File: config.mk
export PLATFORM = sky130hd
export DESIGN_NAME = scara_link_top
export DESIGN_NICKNAME = d
export VERILOG_FILES = /design/src/design/scara_link_pkg.sv /design/src/design/fifo_command_reader.sv /design/src/design/fifo_echo_writer.sv /design/src/design/hex_display.sv /design/src/design/scara_link_top.sv /design/src/design/stepper_joint.sv
export SDC_FILE = /design/constraint.sdc
export NUM_CORES = 1
export LEC_CHECK = 0
export ABC_AREA = 1
export BUFFER_PORTS_ARGS = -buffer_cell sky130_fd_sc_hd__buf_4
export CORE_ASPECT_RATIO = 1.75
export CORE_MARGIN = 4
export CORE_UTILIZATION = 26
export CTS_CLUSTER_DIAMETER = 150
export DETAILED_ROUTE_END_ITERATION = 6
export GPL_TIMING_DRIVEN = 0
export PLACE_DENSITY = 0.49
export SETUP_SLACK_MARGIN = 0.5
export SLEW_MARGIN = 15
export SYNTH_ARGS = -nofsm -noshare
export SYNTH_HDL_FRONTEND = slang
export SYNTH_SLANG_ARGS = --single-unit
File: constraint.sdc
create_clock -name CLOCK_50 -period 2.7 [get_ports CLOCK_50]
set_clock_uncertainty 0.1 [all_clocks]
set_input_delay 0.135 -clock CLOCK_50 [delete_from_list [all_inputs] [get_ports CLOCK_50]]
set_output_delay 0.135 -clock CLOCK_50 [all_outputs]
set_load 0.03 [all_outputs]
File: src/design/scara_link_pkg.sv
// Command word union, command codes and step timing constants for the arm link

package scara_link_pkg;

	// ========================================
	// Command word layout
	// ========================================

	// Field view of one host word
	// y in the top 14 bits, x below it, command nibble at the bottom
	typedef struct packed {
		logic [13:0] y_value;
		logic [13:0] x_value;
		logic [3:0]  cmd;
	} command_fields_t;

	// Same 32 bits seen two ways
	// Raw view goes back to the host untouched as the echo
	typedef union packed {
		logic [31:0]     raw;
		command_fields_t fields;
	} command_word_t;

	// ========================================
	// Command codes
	// ========================================

	// Move both joints, x to joint 1 and y to joint 2
	localparam logic [3:0] CMD_MOVE = 4'd1;

	// ========================================
	// Step argument and timing
	// ========================================

	// Low bits of an argument hold the step count
	localparam int STEP_COUNT_W = 8;

	// Direction flag sits just above the count
	localparam int STEP_DIR_BIT = 8;

	// Clock cycles per step pulse
	// Pulse is high for the first half of the period
	localparam int STEP_PERIOD_SLOW = 32;
	localparam int STEP_PERIOD_FAST = 8;

	// Period counter width, sized for the slow rate
	localparam int STEP_PHASE_W = $clog2(STEP_PERIOD_SLOW);

endpackage

File: src/design/fifo_command_reader.sv
// Host-to-FPGA FIFO read state machine and command word latch

`timescale 1ns/1ns

module fifo_command_reader import scara_link_pkg::*; (
	input  logic          CLOCK_50,
	input  logic          arst_n,
	input  logic [31:0]   h2f_fill_level,
	input  command_word_t h2f_readdata,
	input  logic          arm_idle,
	input  logic          echo_busy,
	output logic          h2f_read,
	output logic          cmd_valid,
	output command_word_t cmd_word
);

	// ========================================
	// Read machine states
	// ========================================

	// AWAIT   wait for data, idle arm and no echo pending
	// READ    read strobe is on the FIFO for this cycle
	// DELAY   popped word now sits on readdata
	// LATCH   word held, cmd_valid strobe out
	typedef enum logic [1:0] {
		ST_AWAIT,
		ST_READ,
		ST_DELAY,
		ST_LATCH
	} read_state_t;

	read_state_t state_q;

	// Go condition for a new read
	logic fifo_has_data;
	logic read_go;

	assign fifo_has_data = (h2f_fill_level != 32'd0);

	// One command in flight at a time
	// Arm must be done moving and the last echo written
	assign read_go = fifo_has_data && arm_idle && !echo_busy;

	// ========================================
	// Control path
	// ========================================

	always_ff @(posedge CLOCK_50 or negedge arst_n) begin
		if (!arst_n) begin
			state_q   <= ST_AWAIT;
			h2f_read  <= 1'b0;
			cmd_valid <= 1'b0;
		end else begin
			case (state_q)
				ST_AWAIT: begin
					cmd_valid <= 1'b0;
					if (read_go) begin
						// Strobe shows up next cycle, exactly one pop
						h2f_read <= 1'b1;
						state_q  <= ST_READ;
					end
				end
				ST_READ: begin
					// Drop the strobe before the data appears
					h2f_read <= 1'b0;
					state_q  <= ST_DELAY;
				end
				ST_DELAY: begin
					// Data is stable on readdata now
					cmd_valid <= 1'b1;
					state_q   <= ST_LATCH;
				end
				ST_LATCH: begin
					cmd_valid <= 1'b0;
					state_q   <= ST_AWAIT;
				end
				default: begin
					h2f_read  <= 1'b0;
					cmd_valid <= 1'b0;
					state_q   <= ST_AWAIT;
				end
			endcase
		end
	end

	// ========================================
	// Word latch
	// ========================================

	// Capture lines up with the cmd_valid strobe
	always_ff @(posedge CLOCK_50) begin
		if (state_q == ST_DELAY) begin
			cmd_word <= h2f_readdata;
		end
	end

endmodule

File: src/design/fifo_echo_writer.sv
// FPGA-to-HPS FIFO write state machine echoing each accepted command word

`timescale 1ns/1ns

module fifo_echo_writer import scara_link_pkg::*; (
	input  logic          CLOCK_50,
	input  logic          arst_n,
	input  logic          cmd_valid,
	input  command_word_t cmd_word,
	input  logic          f2h_full,
	output logic          f2h_write,
	output logic [31:0]   f2h_writedata,
	output logic          echo_busy
);

	// IDLE  nothing to send
	// HOLD  word pending, waiting on FIFO space
	// DONE  one cycle after the write, lets the reader see it land
	typedef enum logic [1:0] {
		WR_IDLE,
		WR_HOLD,
		WR_DONE
	} write_state_t;

	write_state_t state_q;

	// Write goes out in the first free cycle
	assign f2h_write = (state_q == WR_HOLD) && !f2h_full;

	// Busy from the strobe itself, so the reader never sees a gap
	assign echo_busy = cmd_valid || (state_q != WR_IDLE);

	always_ff @(posedge CLOCK_50 or negedge arst_n) begin
		if (!arst_n) begin
			state_q <= WR_IDLE;
		end else begin
			case (state_q)
				WR_IDLE: begin
					if (cmd_valid) begin
						state_q <= WR_HOLD;
					end
				end
				WR_HOLD: begin
					// Stay here as long as the host side is full
					if (!f2h_full) begin
						state_q <= WR_DONE;
					end
				end
				WR_DONE: begin
					state_q <= WR_IDLE;
				end
				default: begin
					state_q <= WR_IDLE;
				end
			endcase
		end
	end

	// Raw word held for the echo
	always_ff @(posedge CLOCK_50) begin
		if (cmd_valid) begin
			f2h_writedata <= cmd_word.raw;
		end
	end

endmodule

File: src/design/hex_display.sv
// Six active-low seven-segment digit decoders and accepted command counter

`timescale 1ns/1ns

module hex_display (
	input  logic       CLOCK_50,
	input  logic       arst_n,
	input  logic       cmd_valid,
	input  logic [7:0] steps1,
	input  logic [7:0] steps2,
	output logic [6:0] hex0,
	output logic [6:0] hex1,
	output logic [6:0] hex2,
	output logic [6:0] hex3,
	output logic [6:0] hex4,
	output logic [6:0] hex5
);

	// Commands accepted since reset, wraps at 256
	logic [7:0] cmd_count;

	always_ff @(posedge CLOCK_50 or negedge arst_n) begin
		if (!arst_n) begin
			cmd_count <= 8'd0;
		end else if (cmd_valid) begin
			cmd_count <= cmd_count + 8'd1;
		end
	end

	// ========================================
	// Segment table
	// ========================================

	// Segment a in bit 0, g in bit 6
	// Low level lights a segment
	function automatic logic [6:0] seg7(input logic [3:0] nibble);
		case (nibble)
			4'h0: seg7 = 7'b1000000;
			4'h1: seg7 = 7'b1111001;
			4'h2: seg7 = 7'b0100100;
			4'h3: seg7 = 7'b0110000;
			4'h4: seg7 = 7'b0011001;
			4'h5: seg7 = 7'b0010010;
			4'h6: seg7 = 7'b0000010;
			4'h7: seg7 = 7'b1111000;
			4'h8: seg7 = 7'b0000000;
			4'h9: seg7 = 7'b0010000;
			4'hA: seg7 = 7'b0001000;
			4'hB: seg7 = 7'b0000011;
			4'hC: seg7 = 7'b1000110;
			4'hD: seg7 = 7'b0100001;
			4'hE: seg7 = 7'b0000110;
			default: seg7 = 7'b0001110;
		endcase
	endfunction

	// Joint 1 steps on the right pair
	assign hex0 = seg7(steps1[3:0]);
	assign hex1 = seg7(steps1[7:4]);
	// Joint 2 steps in the middle
	assign hex2 = seg7(steps2[3:0]);
	assign hex3 = seg7(steps2[7:4]);
	// Command count on the left
	assign hex4 = seg7(cmd_count[3:0]);
	assign hex5 = seg7(cmd_count[7:4]);

endmodule

File: src/design/scara_link_top.sv
// Top level linking FIFO reader, echo writer, two joint drivers and hex display

`timescale 1ns/1ns

module scara_link_top import scara_link_pkg::*; (
	input  logic          CLOCK_50,
	input  logic          arst_n,
	input  logic [31:0]   h2f_fill_level,
	input  command_word_t h2f_readdata,
	input  logic          f2h_full,
	input  logic          fast,
	output logic          h2f_read,
	output logic          f2h_write,
	output logic [31:0]   f2h_writedata,
	output logic          step1,
	output logic          dir1,
	output logic          step2,
	output logic          dir2,
	output logic [6:0]    hex0,
	output logic [6:0]    hex1,
	output logic [6:0]    hex2,
	output logic [6:0]    hex3,
	output logic [6:0]    hex4,
	output logic [6:0]    hex5
);

	// ========================================
	// Internal nets
	// ========================================

	command_word_t           cmd_word;
	logic                    cmd_valid;
	logic                    echo_busy;
	logic                    move_start;
	logic                    arm_idle;
	logic                    finished1;
	logic                    finished2;
	logic [STEP_COUNT_W-1:0] steps1;
	logic [STEP_COUNT_W-1:0] steps2;

	// Only move commands start the joints
	assign move_start = cmd_valid && (cmd_word.fields.cmd == CMD_MOVE);

	// Both joints parked
	assign arm_idle = finished1 && finished2;

	// ========================================
	// FIFO side
	// ========================================

	fifo_command_reader reader_i (
		.CLOCK_50       (CLOCK_50),
		.arst_n         (arst_n),
		.h2f_fill_level (h2f_fill_level),
		.h2f_readdata   (h2f_readdata),
		.arm_idle       (arm_idle),
		.echo_busy      (echo_busy),
		.h2f_read       (h2f_read),
		.cmd_valid      (cmd_valid),
		.cmd_word       (cmd_word)
	);

	fifo_echo_writer writer_i (
		.CLOCK_50      (CLOCK_50),
		.arst_n        (arst_n),
		.cmd_valid     (cmd_valid),
		.cmd_word      (cmd_word),
		.f2h_full      (f2h_full),
		.f2h_write     (f2h_write),
		.f2h_writedata (f2h_writedata),
		.echo_busy     (echo_busy)
	);

	// ========================================
	// Joints and display
	// ========================================

	// x argument drives joint 1
	stepper_joint joint1_i (
		.CLOCK_50   (CLOCK_50),
		.arst_n     (arst_n),
		.start      (move_start),
		.step_arg   (cmd_word.fields.x_value),
		.fast       (fast),
		.step       (step1),
		.dir        (dir1),
		.finished   (finished1),
		.steps_done (steps1)
	);

	// y argument drives joint 2
	stepper_joint joint2_i (
		.CLOCK_50   (CLOCK_50),
		.arst_n     (arst_n),
		.start      (move_start),
		.step_arg   (cmd_word.fields.y_value),
		.fast       (fast),
		.step       (step2),
		.dir        (dir2),
		.finished   (finished2),
		.steps_done (steps2)
	);

	hex_display display_i (
		.CLOCK_50  (CLOCK_50),
		.arst_n    (arst_n),
		.cmd_valid (cmd_valid),
		.steps1    (steps1),
		.steps2    (steps2),
		.hex0      (hex0),
		.hex1      (hex1),
		.hex2      (hex2),
		.hex3      (hex3),
		.hex4      (hex4),
		.hex5      (hex5)
	);

endmodule

File: src/design/stepper_joint.sv
// Step pulse generator for one arm joint with step counter

`timescale 1ns/1ns

module stepper_joint import scara_link_pkg::*; (
	input  logic                    CLOCK_50,
	input  logic                    arst_n,
	input  logic                    start,
	input  logic [13:0]             step_arg,
	input  logic                    fast,
	output logic                    step,
	output logic                    dir,
	output logic                    finished,
	output logic [STEP_COUNT_W-1:0] steps_done
);

	// ========================================
	// Move state
	// ========================================

	// Steps still to emit, current one included
	logic [STEP_COUNT_W-1:0] remaining_q;

	// Position inside the current step period
	logic [STEP_PHASE_W-1:0] phase_q;

	// Pulses running
	logic busy_q;

	// Rate held for the whole move
	logic fast_q;

	// Count from the argument
	logic [STEP_COUNT_W-1:0] load_count;

	// Period end and high-time limit for the held rate
	logic [STEP_PHASE_W-1:0] phase_last;
	logic [STEP_PHASE_W-1:0] phase_half;

	assign load_count = step_arg[STEP_COUNT_W-1:0];

	assign phase_last = fast_q ? STEP_PHASE_W'(STEP_PERIOD_FAST - 1)
	                           : STEP_PHASE_W'(STEP_PERIOD_SLOW - 1);
	assign phase_half = fast_q ? STEP_PHASE_W'(STEP_PERIOD_FAST / 2)
	                           : STEP_PHASE_W'(STEP_PERIOD_SLOW / 2);

	// ========================================
	// Outputs
	// ========================================

	// High for the first half of each period
	assign step = busy_q && (phase_q < phase_half);

	// Idle joint reports finished
	assign finished = !busy_q;

	// ========================================
	// Pulse sequencer
	// ========================================

	always_ff @(posedge CLOCK_50 or negedge arst_n) begin
		if (!arst_n) begin
			busy_q      <= 1'b0;
			fast_q      <= 1'b0;
			dir         <= 1'b0;
			remaining_q <= '0;
			phase_q     <= '0;
			steps_done  <= '0;
		end else if (start) begin
			// New move replaces the previous total
			dir         <= step_arg[STEP_DIR_BIT];
			fast_q      <= fast;
			remaining_q <= load_count;
			phase_q     <= '0;
			steps_done  <= '0;
			// Zero count means no pulse at all
			busy_q      <= (load_count != '0);
		end else if (busy_q) begin
			if (phase_q == phase_last) begin
				// End of one full step period
				phase_q     <= '0;
				steps_done  <= steps_done + 1'b1;
				remaining_q <= remaining_q - 1'b1;
				if (remaining_q == STEP_COUNT_W'(1)) begin
					busy_q <= 1'b0;
				end
			end else begin
				phase_q <= phase_q + 1'b1;
			end
		end
	end

endmodule

# After elaboration in Yosys (flattened, before gate mapping)
# Memory sizes are Yosys's and may differ from the RTL's.
# Index checks and enable logic that the tools add are counted.
# word_totals
register_bits,125
rom_bits,672
input_bits,68
out_inout_bits,80
wordCells,110
mem_count,6
# memory_table
name,words,width,read_ports,rd_ports_with_merged_regs,wr,line,text
(name not given),16,7,1,0,0,hex_display.sv:37,case (nibble)
(name not given),16,7,1,0,0,hex_display.sv:37,
(name not given),16,7,1,0,0,hex_display.sv:37,
(name not given),16,7,1,0,0,hex_display.sv:37,
(name not given),16,7,1,0,0,hex_display.sv:37,
(name not given),16,7,1,0,0,hex_display.sv:37,
# op_classes
addsub,7
magnitude_cmp,2
eq_ne,12
n_mux,36
reduce_logical,29
# ops
operator,n
two-way mux 8 bit,12
two-way mux 5 bit,8
nonzero test 32 bit,1
"adder 8 x 1 -> 8 bit, second input constant",3
"equality test 8 x 1 -> 1 bit, second input constant",2
nonzero test 8 bit,2
"subtractor 8 x 1 -> 8 bit, second input constant",2
nonzero test 2 bit,7
"adder 5 x 1 -> 5 bit, second input constant",2
equality test 5 bit,2
less-than comparator 5 bit,2
two-way mux 1 bit,9
case mux 2 bit (4 select lines),1
AND reduction 2 bit,4
logical AND 1 bit,7
two-way mux 2 bit,3
"equality test 2 x 1 -> 1 bit, second input constant",2
"equality test 2 bit, second input constant",2
"equality test 4 x 1 -> 1 bit, second input constant",1
zero test 1 bit,4
zero test 2 bit,2
"inequality test 2 bit, second input constant",2
case mux 1 bit (2 select lines),2
case mux 2 bit (2 select lines),1
other kinds (3),3

# Depth between registers and ports, before layout
# depth
word_depth,6
depth_mapped,10
mapped_depth_nobuf,10

# Modules after synthesis
# Synthesis repeated with hierarchy kept, for this count alone.
# unflattened
cells_unflattened,850
hier_area_um2,7295.7
# by_module_without_submodules
mod,n_inst,cells_each,area_per_inst_um2,seq_area_each_um2
hex_display,1,294,1840.5,200.2
stepper_joint (joint2_i),1,200,1473.9,600.6
stepper_joint (joint1_i),1,198,1466.4,600.6
fifo_command_reader,1,106,1423.9,1061.0
fifo_echo_writer,1,44,1052.3,1011.0
scara_link_top,1,8,38.8,0.0

# Worst setup path after synthesis
# No wires, ideal clock.
# synth_path
path_kind,reg2reg
start,register reader_i.cmd_valid
end,register joint2_i.steps_done[6]
setup_time_ps,118
arrival_ps,2037
t_required_ps,2482
setup_slack_ps,445
stages_incl_launch_ff,10
path_buffers,2
synth_period_minus_slack_ps,2255
cell_sequence,dfrtp_1 > buf_4 > nand4_4 > inv_4 > nor2_4 > nor2_8 > inv_2 > buf_6 > nand2_1 > o21ai_2
# synth_via
elab_chain_cells,3
elab_cells_between_ends,5
classes_between,1 x mux; 4 x reduce/logical
# synth_lines
item,line,text
from (decl),fifo_command_reader.sv:13,"output logic cmd_valid,"
from (signal assigned),fifo_command_reader.sv:52,cmd_valid <= 1'b0;
from (signal assigned),fifo_command_reader.sv:56,cmd_valid <= 1'b0;
from (signal assigned),fifo_command_reader.sv:70,cmd_valid <= 1'b1;
logical AND 1 bit *,scara_link_top.sv:42,assign move_start = cmd_valid && (cmd_word.fields.cmd == CMD_MOVE);
nonzero test 2 bit (no source line),n/a,
AND reduction 2 bit (no source line),n/a,
to (signal assigned),stepper_joint.sv:82,steps_done <= steps_done + 1'b1;
to (decl),stepper_joint.sv:14,output logic [STEP_COUNT_W-1:0] steps_done
# Mark *: on every way between the ends. The rest lies on a longest branch, timed or not.
# A chain may end at the register's enable or synchronous reset.

# Worst setup path after layout
# layout_path
start,register joint1_i.steps_done[4]
end,output port hex1[3]
# layout_via
elab_chain_cells,1
# layout_lines
item,line,text
from (decl),stepper_joint.sv:14,
from (signal assigned),stepper_joint.sv:82,
memory (16 x 7 bit),n/a,
to (decl),scara_link_top.sv:20,"output logic [6:0] hex1,"
# Every way passes these cells.

==> results.sh <==
export IMPL_nets=1082
export IMPL_clock_sinks=125
export IMPL_dieArea_sq_mm=0.0290
export IMPL_period_minus_slack_ns=2.05
export IMPL_drt_first_pass_iters=5
export IMPL_setup_viol=0
export IMPL_fin_crit_sh_pct=76.0
export IMPL_numCtsBuffers=17
export IMPL_synth_seq_cells=125
export IMPL_h_tree_depth=4
export IMPL_outcome="complete, no violations"
export IMPL_worst_setup_path_start_kind="register"
export IMPL_synth_common_cells="nand2_1, inv_1, nor2_1"
export IMPL_dpl_hpwl_um=14000
export IMPL_syn2layout_area_growth_pct=37.9
export IMPL_cp_cell_sequence="clkinvlp_4 > ha_1 > a21oi_1 > o21ai_0 > nand2_1 > buf_4"
export IMPL_gp_congestion=0.798
export IMPL_max_freq_mhz=487
export IMPL_vias=5859
export IMPL_clkTransAtPathRegs_ns=0.06
export IMPL_cts_tree="built"
export IMPL_multi_input_area_sq_mm=0.00294
export IMPL_async_flop_share_pct=48.8
export IMPL_ys_flop_type="edfxtp_1"
export IMPL_track_usage_pct=13.4
export IMPL_grt_pass1_wl_um=30500
export IMPL_synth_edf_count=64
export IMPL_synth_area_sq_mm=0.00683
export IMPL_ff_latch_area_sq_mm=0.00347
export IMPL_synth_top_area_share_pct=28.1
export IMPL_rsz0062_at_grt="false"
export IMPL_tightestPinTransition_ns=0.899
export IMPL_synth_area_leader_cell="edfxtp_1"
export IMPL_port_buffers=147
export IMPL_syn_nets=872
export IMPL_drc=0
export IMPL_core_area_sq_mm=0.0260
export IMPL_synth_seq_area_share_pct=50.5
export IMPL_hold_path_class="input pin to register"
export IMPL_ant_nets=0
export IMPL_peakVddDrop_uv=657
export IMPL_first_global_vias=6029
export IMPL_fin_tns_setup_ns=0
export IMPL_critical_path_top_delay_family="flip-flops"
export IMPL_end_kind="output pin"
export IMPL_root_buffer="clkbuf_16"
export IMPL_drt_initial_drc_count=208
export IMPL_crit_required_ns=2.47
export IMPL_drv_cap=0
export IMPL_antenna_found_initial=0
export IMPL_synth_most_common_cell="nand2_1"
export IMPL_antenna_cells=0
export IMPL_relSlewSlack_pct=40.1
export IMPL_clockBufferDepth=2
export IMPL_drt_wl_total_um=18900
export IMPL_drive_above_1_share_pct=25.3
export IMPL_grt_max_degree=62
export IMPL_rows=78
export IMPL_critPathMaxStageDelay_ns=0.41
export IMPL_synth_area_top_cells="edfxtp_1, dfrtp_1, ha_1"
export IMPL_path_class="register to output pin"
export IMPL_start_util_pct=26.3
export IMPL_path_buf_inv=2
export IMPL_overflow=0
export IMPL_die_w_um=131
export IMPL_die_y_um=222
export IMPL_arrival_ns=1.82
export IMPL_cp_slowest_cell="dfrtp_2"
export IMPL_clk_latency_ns=0.42
export IMPL_powerDensity_mw_per_mm2=1060
export IMPL_final_fill_count=2700
export IMPL_cp_max_fo=6
export IMPL_synth_cells=755
export IMPL_layout_setup_ws_ns=0.647
export IMPL_hold_viol=0
export IMPL_wl_per_cell_um=14.5
export IMPL_ys_warn_count=0
export IMPL_dp_slack_ns=0.187
export IMPL_leakagePower_nw=4.35
export IMPL_io_pins=148
export IMPL_final_max_slew_viol_count=0
export IMPL_yosysUniqueCellTypes=44
export IMPL_syn_avg_cell_area_sq_um=9.05
export IMPL_holdWs_ns=0.0981
export IMPL_vias_per_cell=4.51
==> cell families (layout without fill, tap and decap cells) <==
kind of cell	Yosys count	in the layout	synth area share [%]
AOI/OAI and AO/OA	126	126	10.4
xor gates and xnor gates	20	20	2.56
adders and majority gates	49	49	8.98
buffers and inverters	112	335	6.72
DFF	125	125	50.5
and+or+nand+nor	323	323	20.8
==> worst paths after layout <==
path | from | endpoint | slack [ns] | depth (start not counted)
min reg2reg | reader_i.cmd_word[29] | writer_i.f2h_writedata[29] | 0.31 | 0
min in group asynchronous | arst_n | joint2_i.remaining_q[3] | 0.27 | 2
max | joint1_i.steps_done[4] | hex1[3] | 0.65 | 6
min | h2f_fill_level[28] | reader_i.h2f_read | 0.1 | 7
max in group asynchronous | arst_n | reader_i.cmd_valid | 1.51 | 2
max reg2reg | joint1_i.fast_q | joint1_i.remaining_q[2] | 0.69 | 7
==> repair_timing <==
| item | 4_1_cts | 5_1_grt |
|---|---|---|
| setup endpoints to repair | 49 | 26 |
| gates resized for setup | 2 | 34 |
| hold endpoints to repair | 96 | 0 |
| hold buffers | 35 | 0 |
| setup buffers | 1 | 7 |
==> per-stage QoR <==
stage               instances  util (%)  total power, mW  area [sq um]
floorplan                 755         -             6.07          6830
global placement         1222      32.1             7.60          8340
detailed placement       1223      32.2             7.65          8360
CTS                      1291      35.9             10.1          9320
global route             1298      36.3             10.7          9420
finish                   1298      36.3             10.0          9420
==> area by class of cell <==
type                    count  share of cell area (%)
inverters                  91                    3.69
repair buffers            191                    16.5
well taps                 320                    4.25
clock buffers              19                    4.60
flip-flops and latches    125                    36.8
plain buffers              21                    1.32
clock inverters            13                    1.61
multi-input cells         518                    31.2
==> tightest hold or removal path, cell delays in order <==
cell and delay (ns):
buf_4 0.08, nor2_1 0.03, nand4_1 0.06, nor2_1 0.04, nand2_1 0.09, nand4_1 0.08, nand2_1 0.07
==> state kept, by name (all words and copies together) (netlist names) <==
| name | count |
|---|---|
| joint1_i.remaining_q | 8 |
| joint1_i.fast_q | 1 |
| reader_i.h2f_read | 1 |
| joint1_i.busy_q | 1 |
| joint1_i.steps_done | 8 |
| joint1_i.phase_q | 5 |
| writer_i.state_q | 2 |
| display_i.cmd_count | 8 |
| joint1_i.dir | 1 |
| joint2_i.remaining_q | 8 |
| writer_i.f2h_writedata | 32 |
| reader_i.cmd_valid | 1 |
| reader_i.cmd_word | 32 |
| joint2_i.busy_q | 1 |
| joint2_i.steps_done | 8 |
| joint2_i.phase_q | 5 |
| joint2_i.dir | 1 |
| reader_i.state_q | 2 |
==> layer usage <==
metal,vias to the layer above,routed length (um),share of wire [%],track usage [%]
li1,2954,-,-,-
met1,2767,6940,37,13.8
met2,112,10800,57,25.6
met3,26,719,3.8,2.91
met4,0,408,2.2,5.05
met5,-,0,0,0
==> where the power goes <==
group	switching (mW)	leakage [nW]	total, mW	internal [mW]
sequential	0.510	1.38	3.36	2.85
clock	0.849	0.282	2.29	1.44
combinational	2.77	2.68	4.36	1.59
==> placed cells by master (no fill, tap or decap), types with 5 or more instances in the layout <==
master         Yosys  layout
clkbuf_1           8       5
xnor2_1            6       6
xor2_1            14      14
nor2_1            69      69
inv_1             85      77
dlygate4sd3_1      0      35
o31ai_1            5       5
nor3_1             8       8
nand4_1           17      17
o21ai_0           62      62
clkbuf_2           0       5
clkinv_2           0       6
a21oi_1           28      27
nand2_1          161     161
o211ai_1           6       6
nand3_1           49      49
edfxtp_1          64      64
inv_2              2       9
clkbuf_16          0      17
dfrtp_2            0      13
dfrtp_1           61      47
buf_4              3     157
ha_1              49      47
buf_2              8       7
No activity file was read; power rests on OpenSTA's default activity.
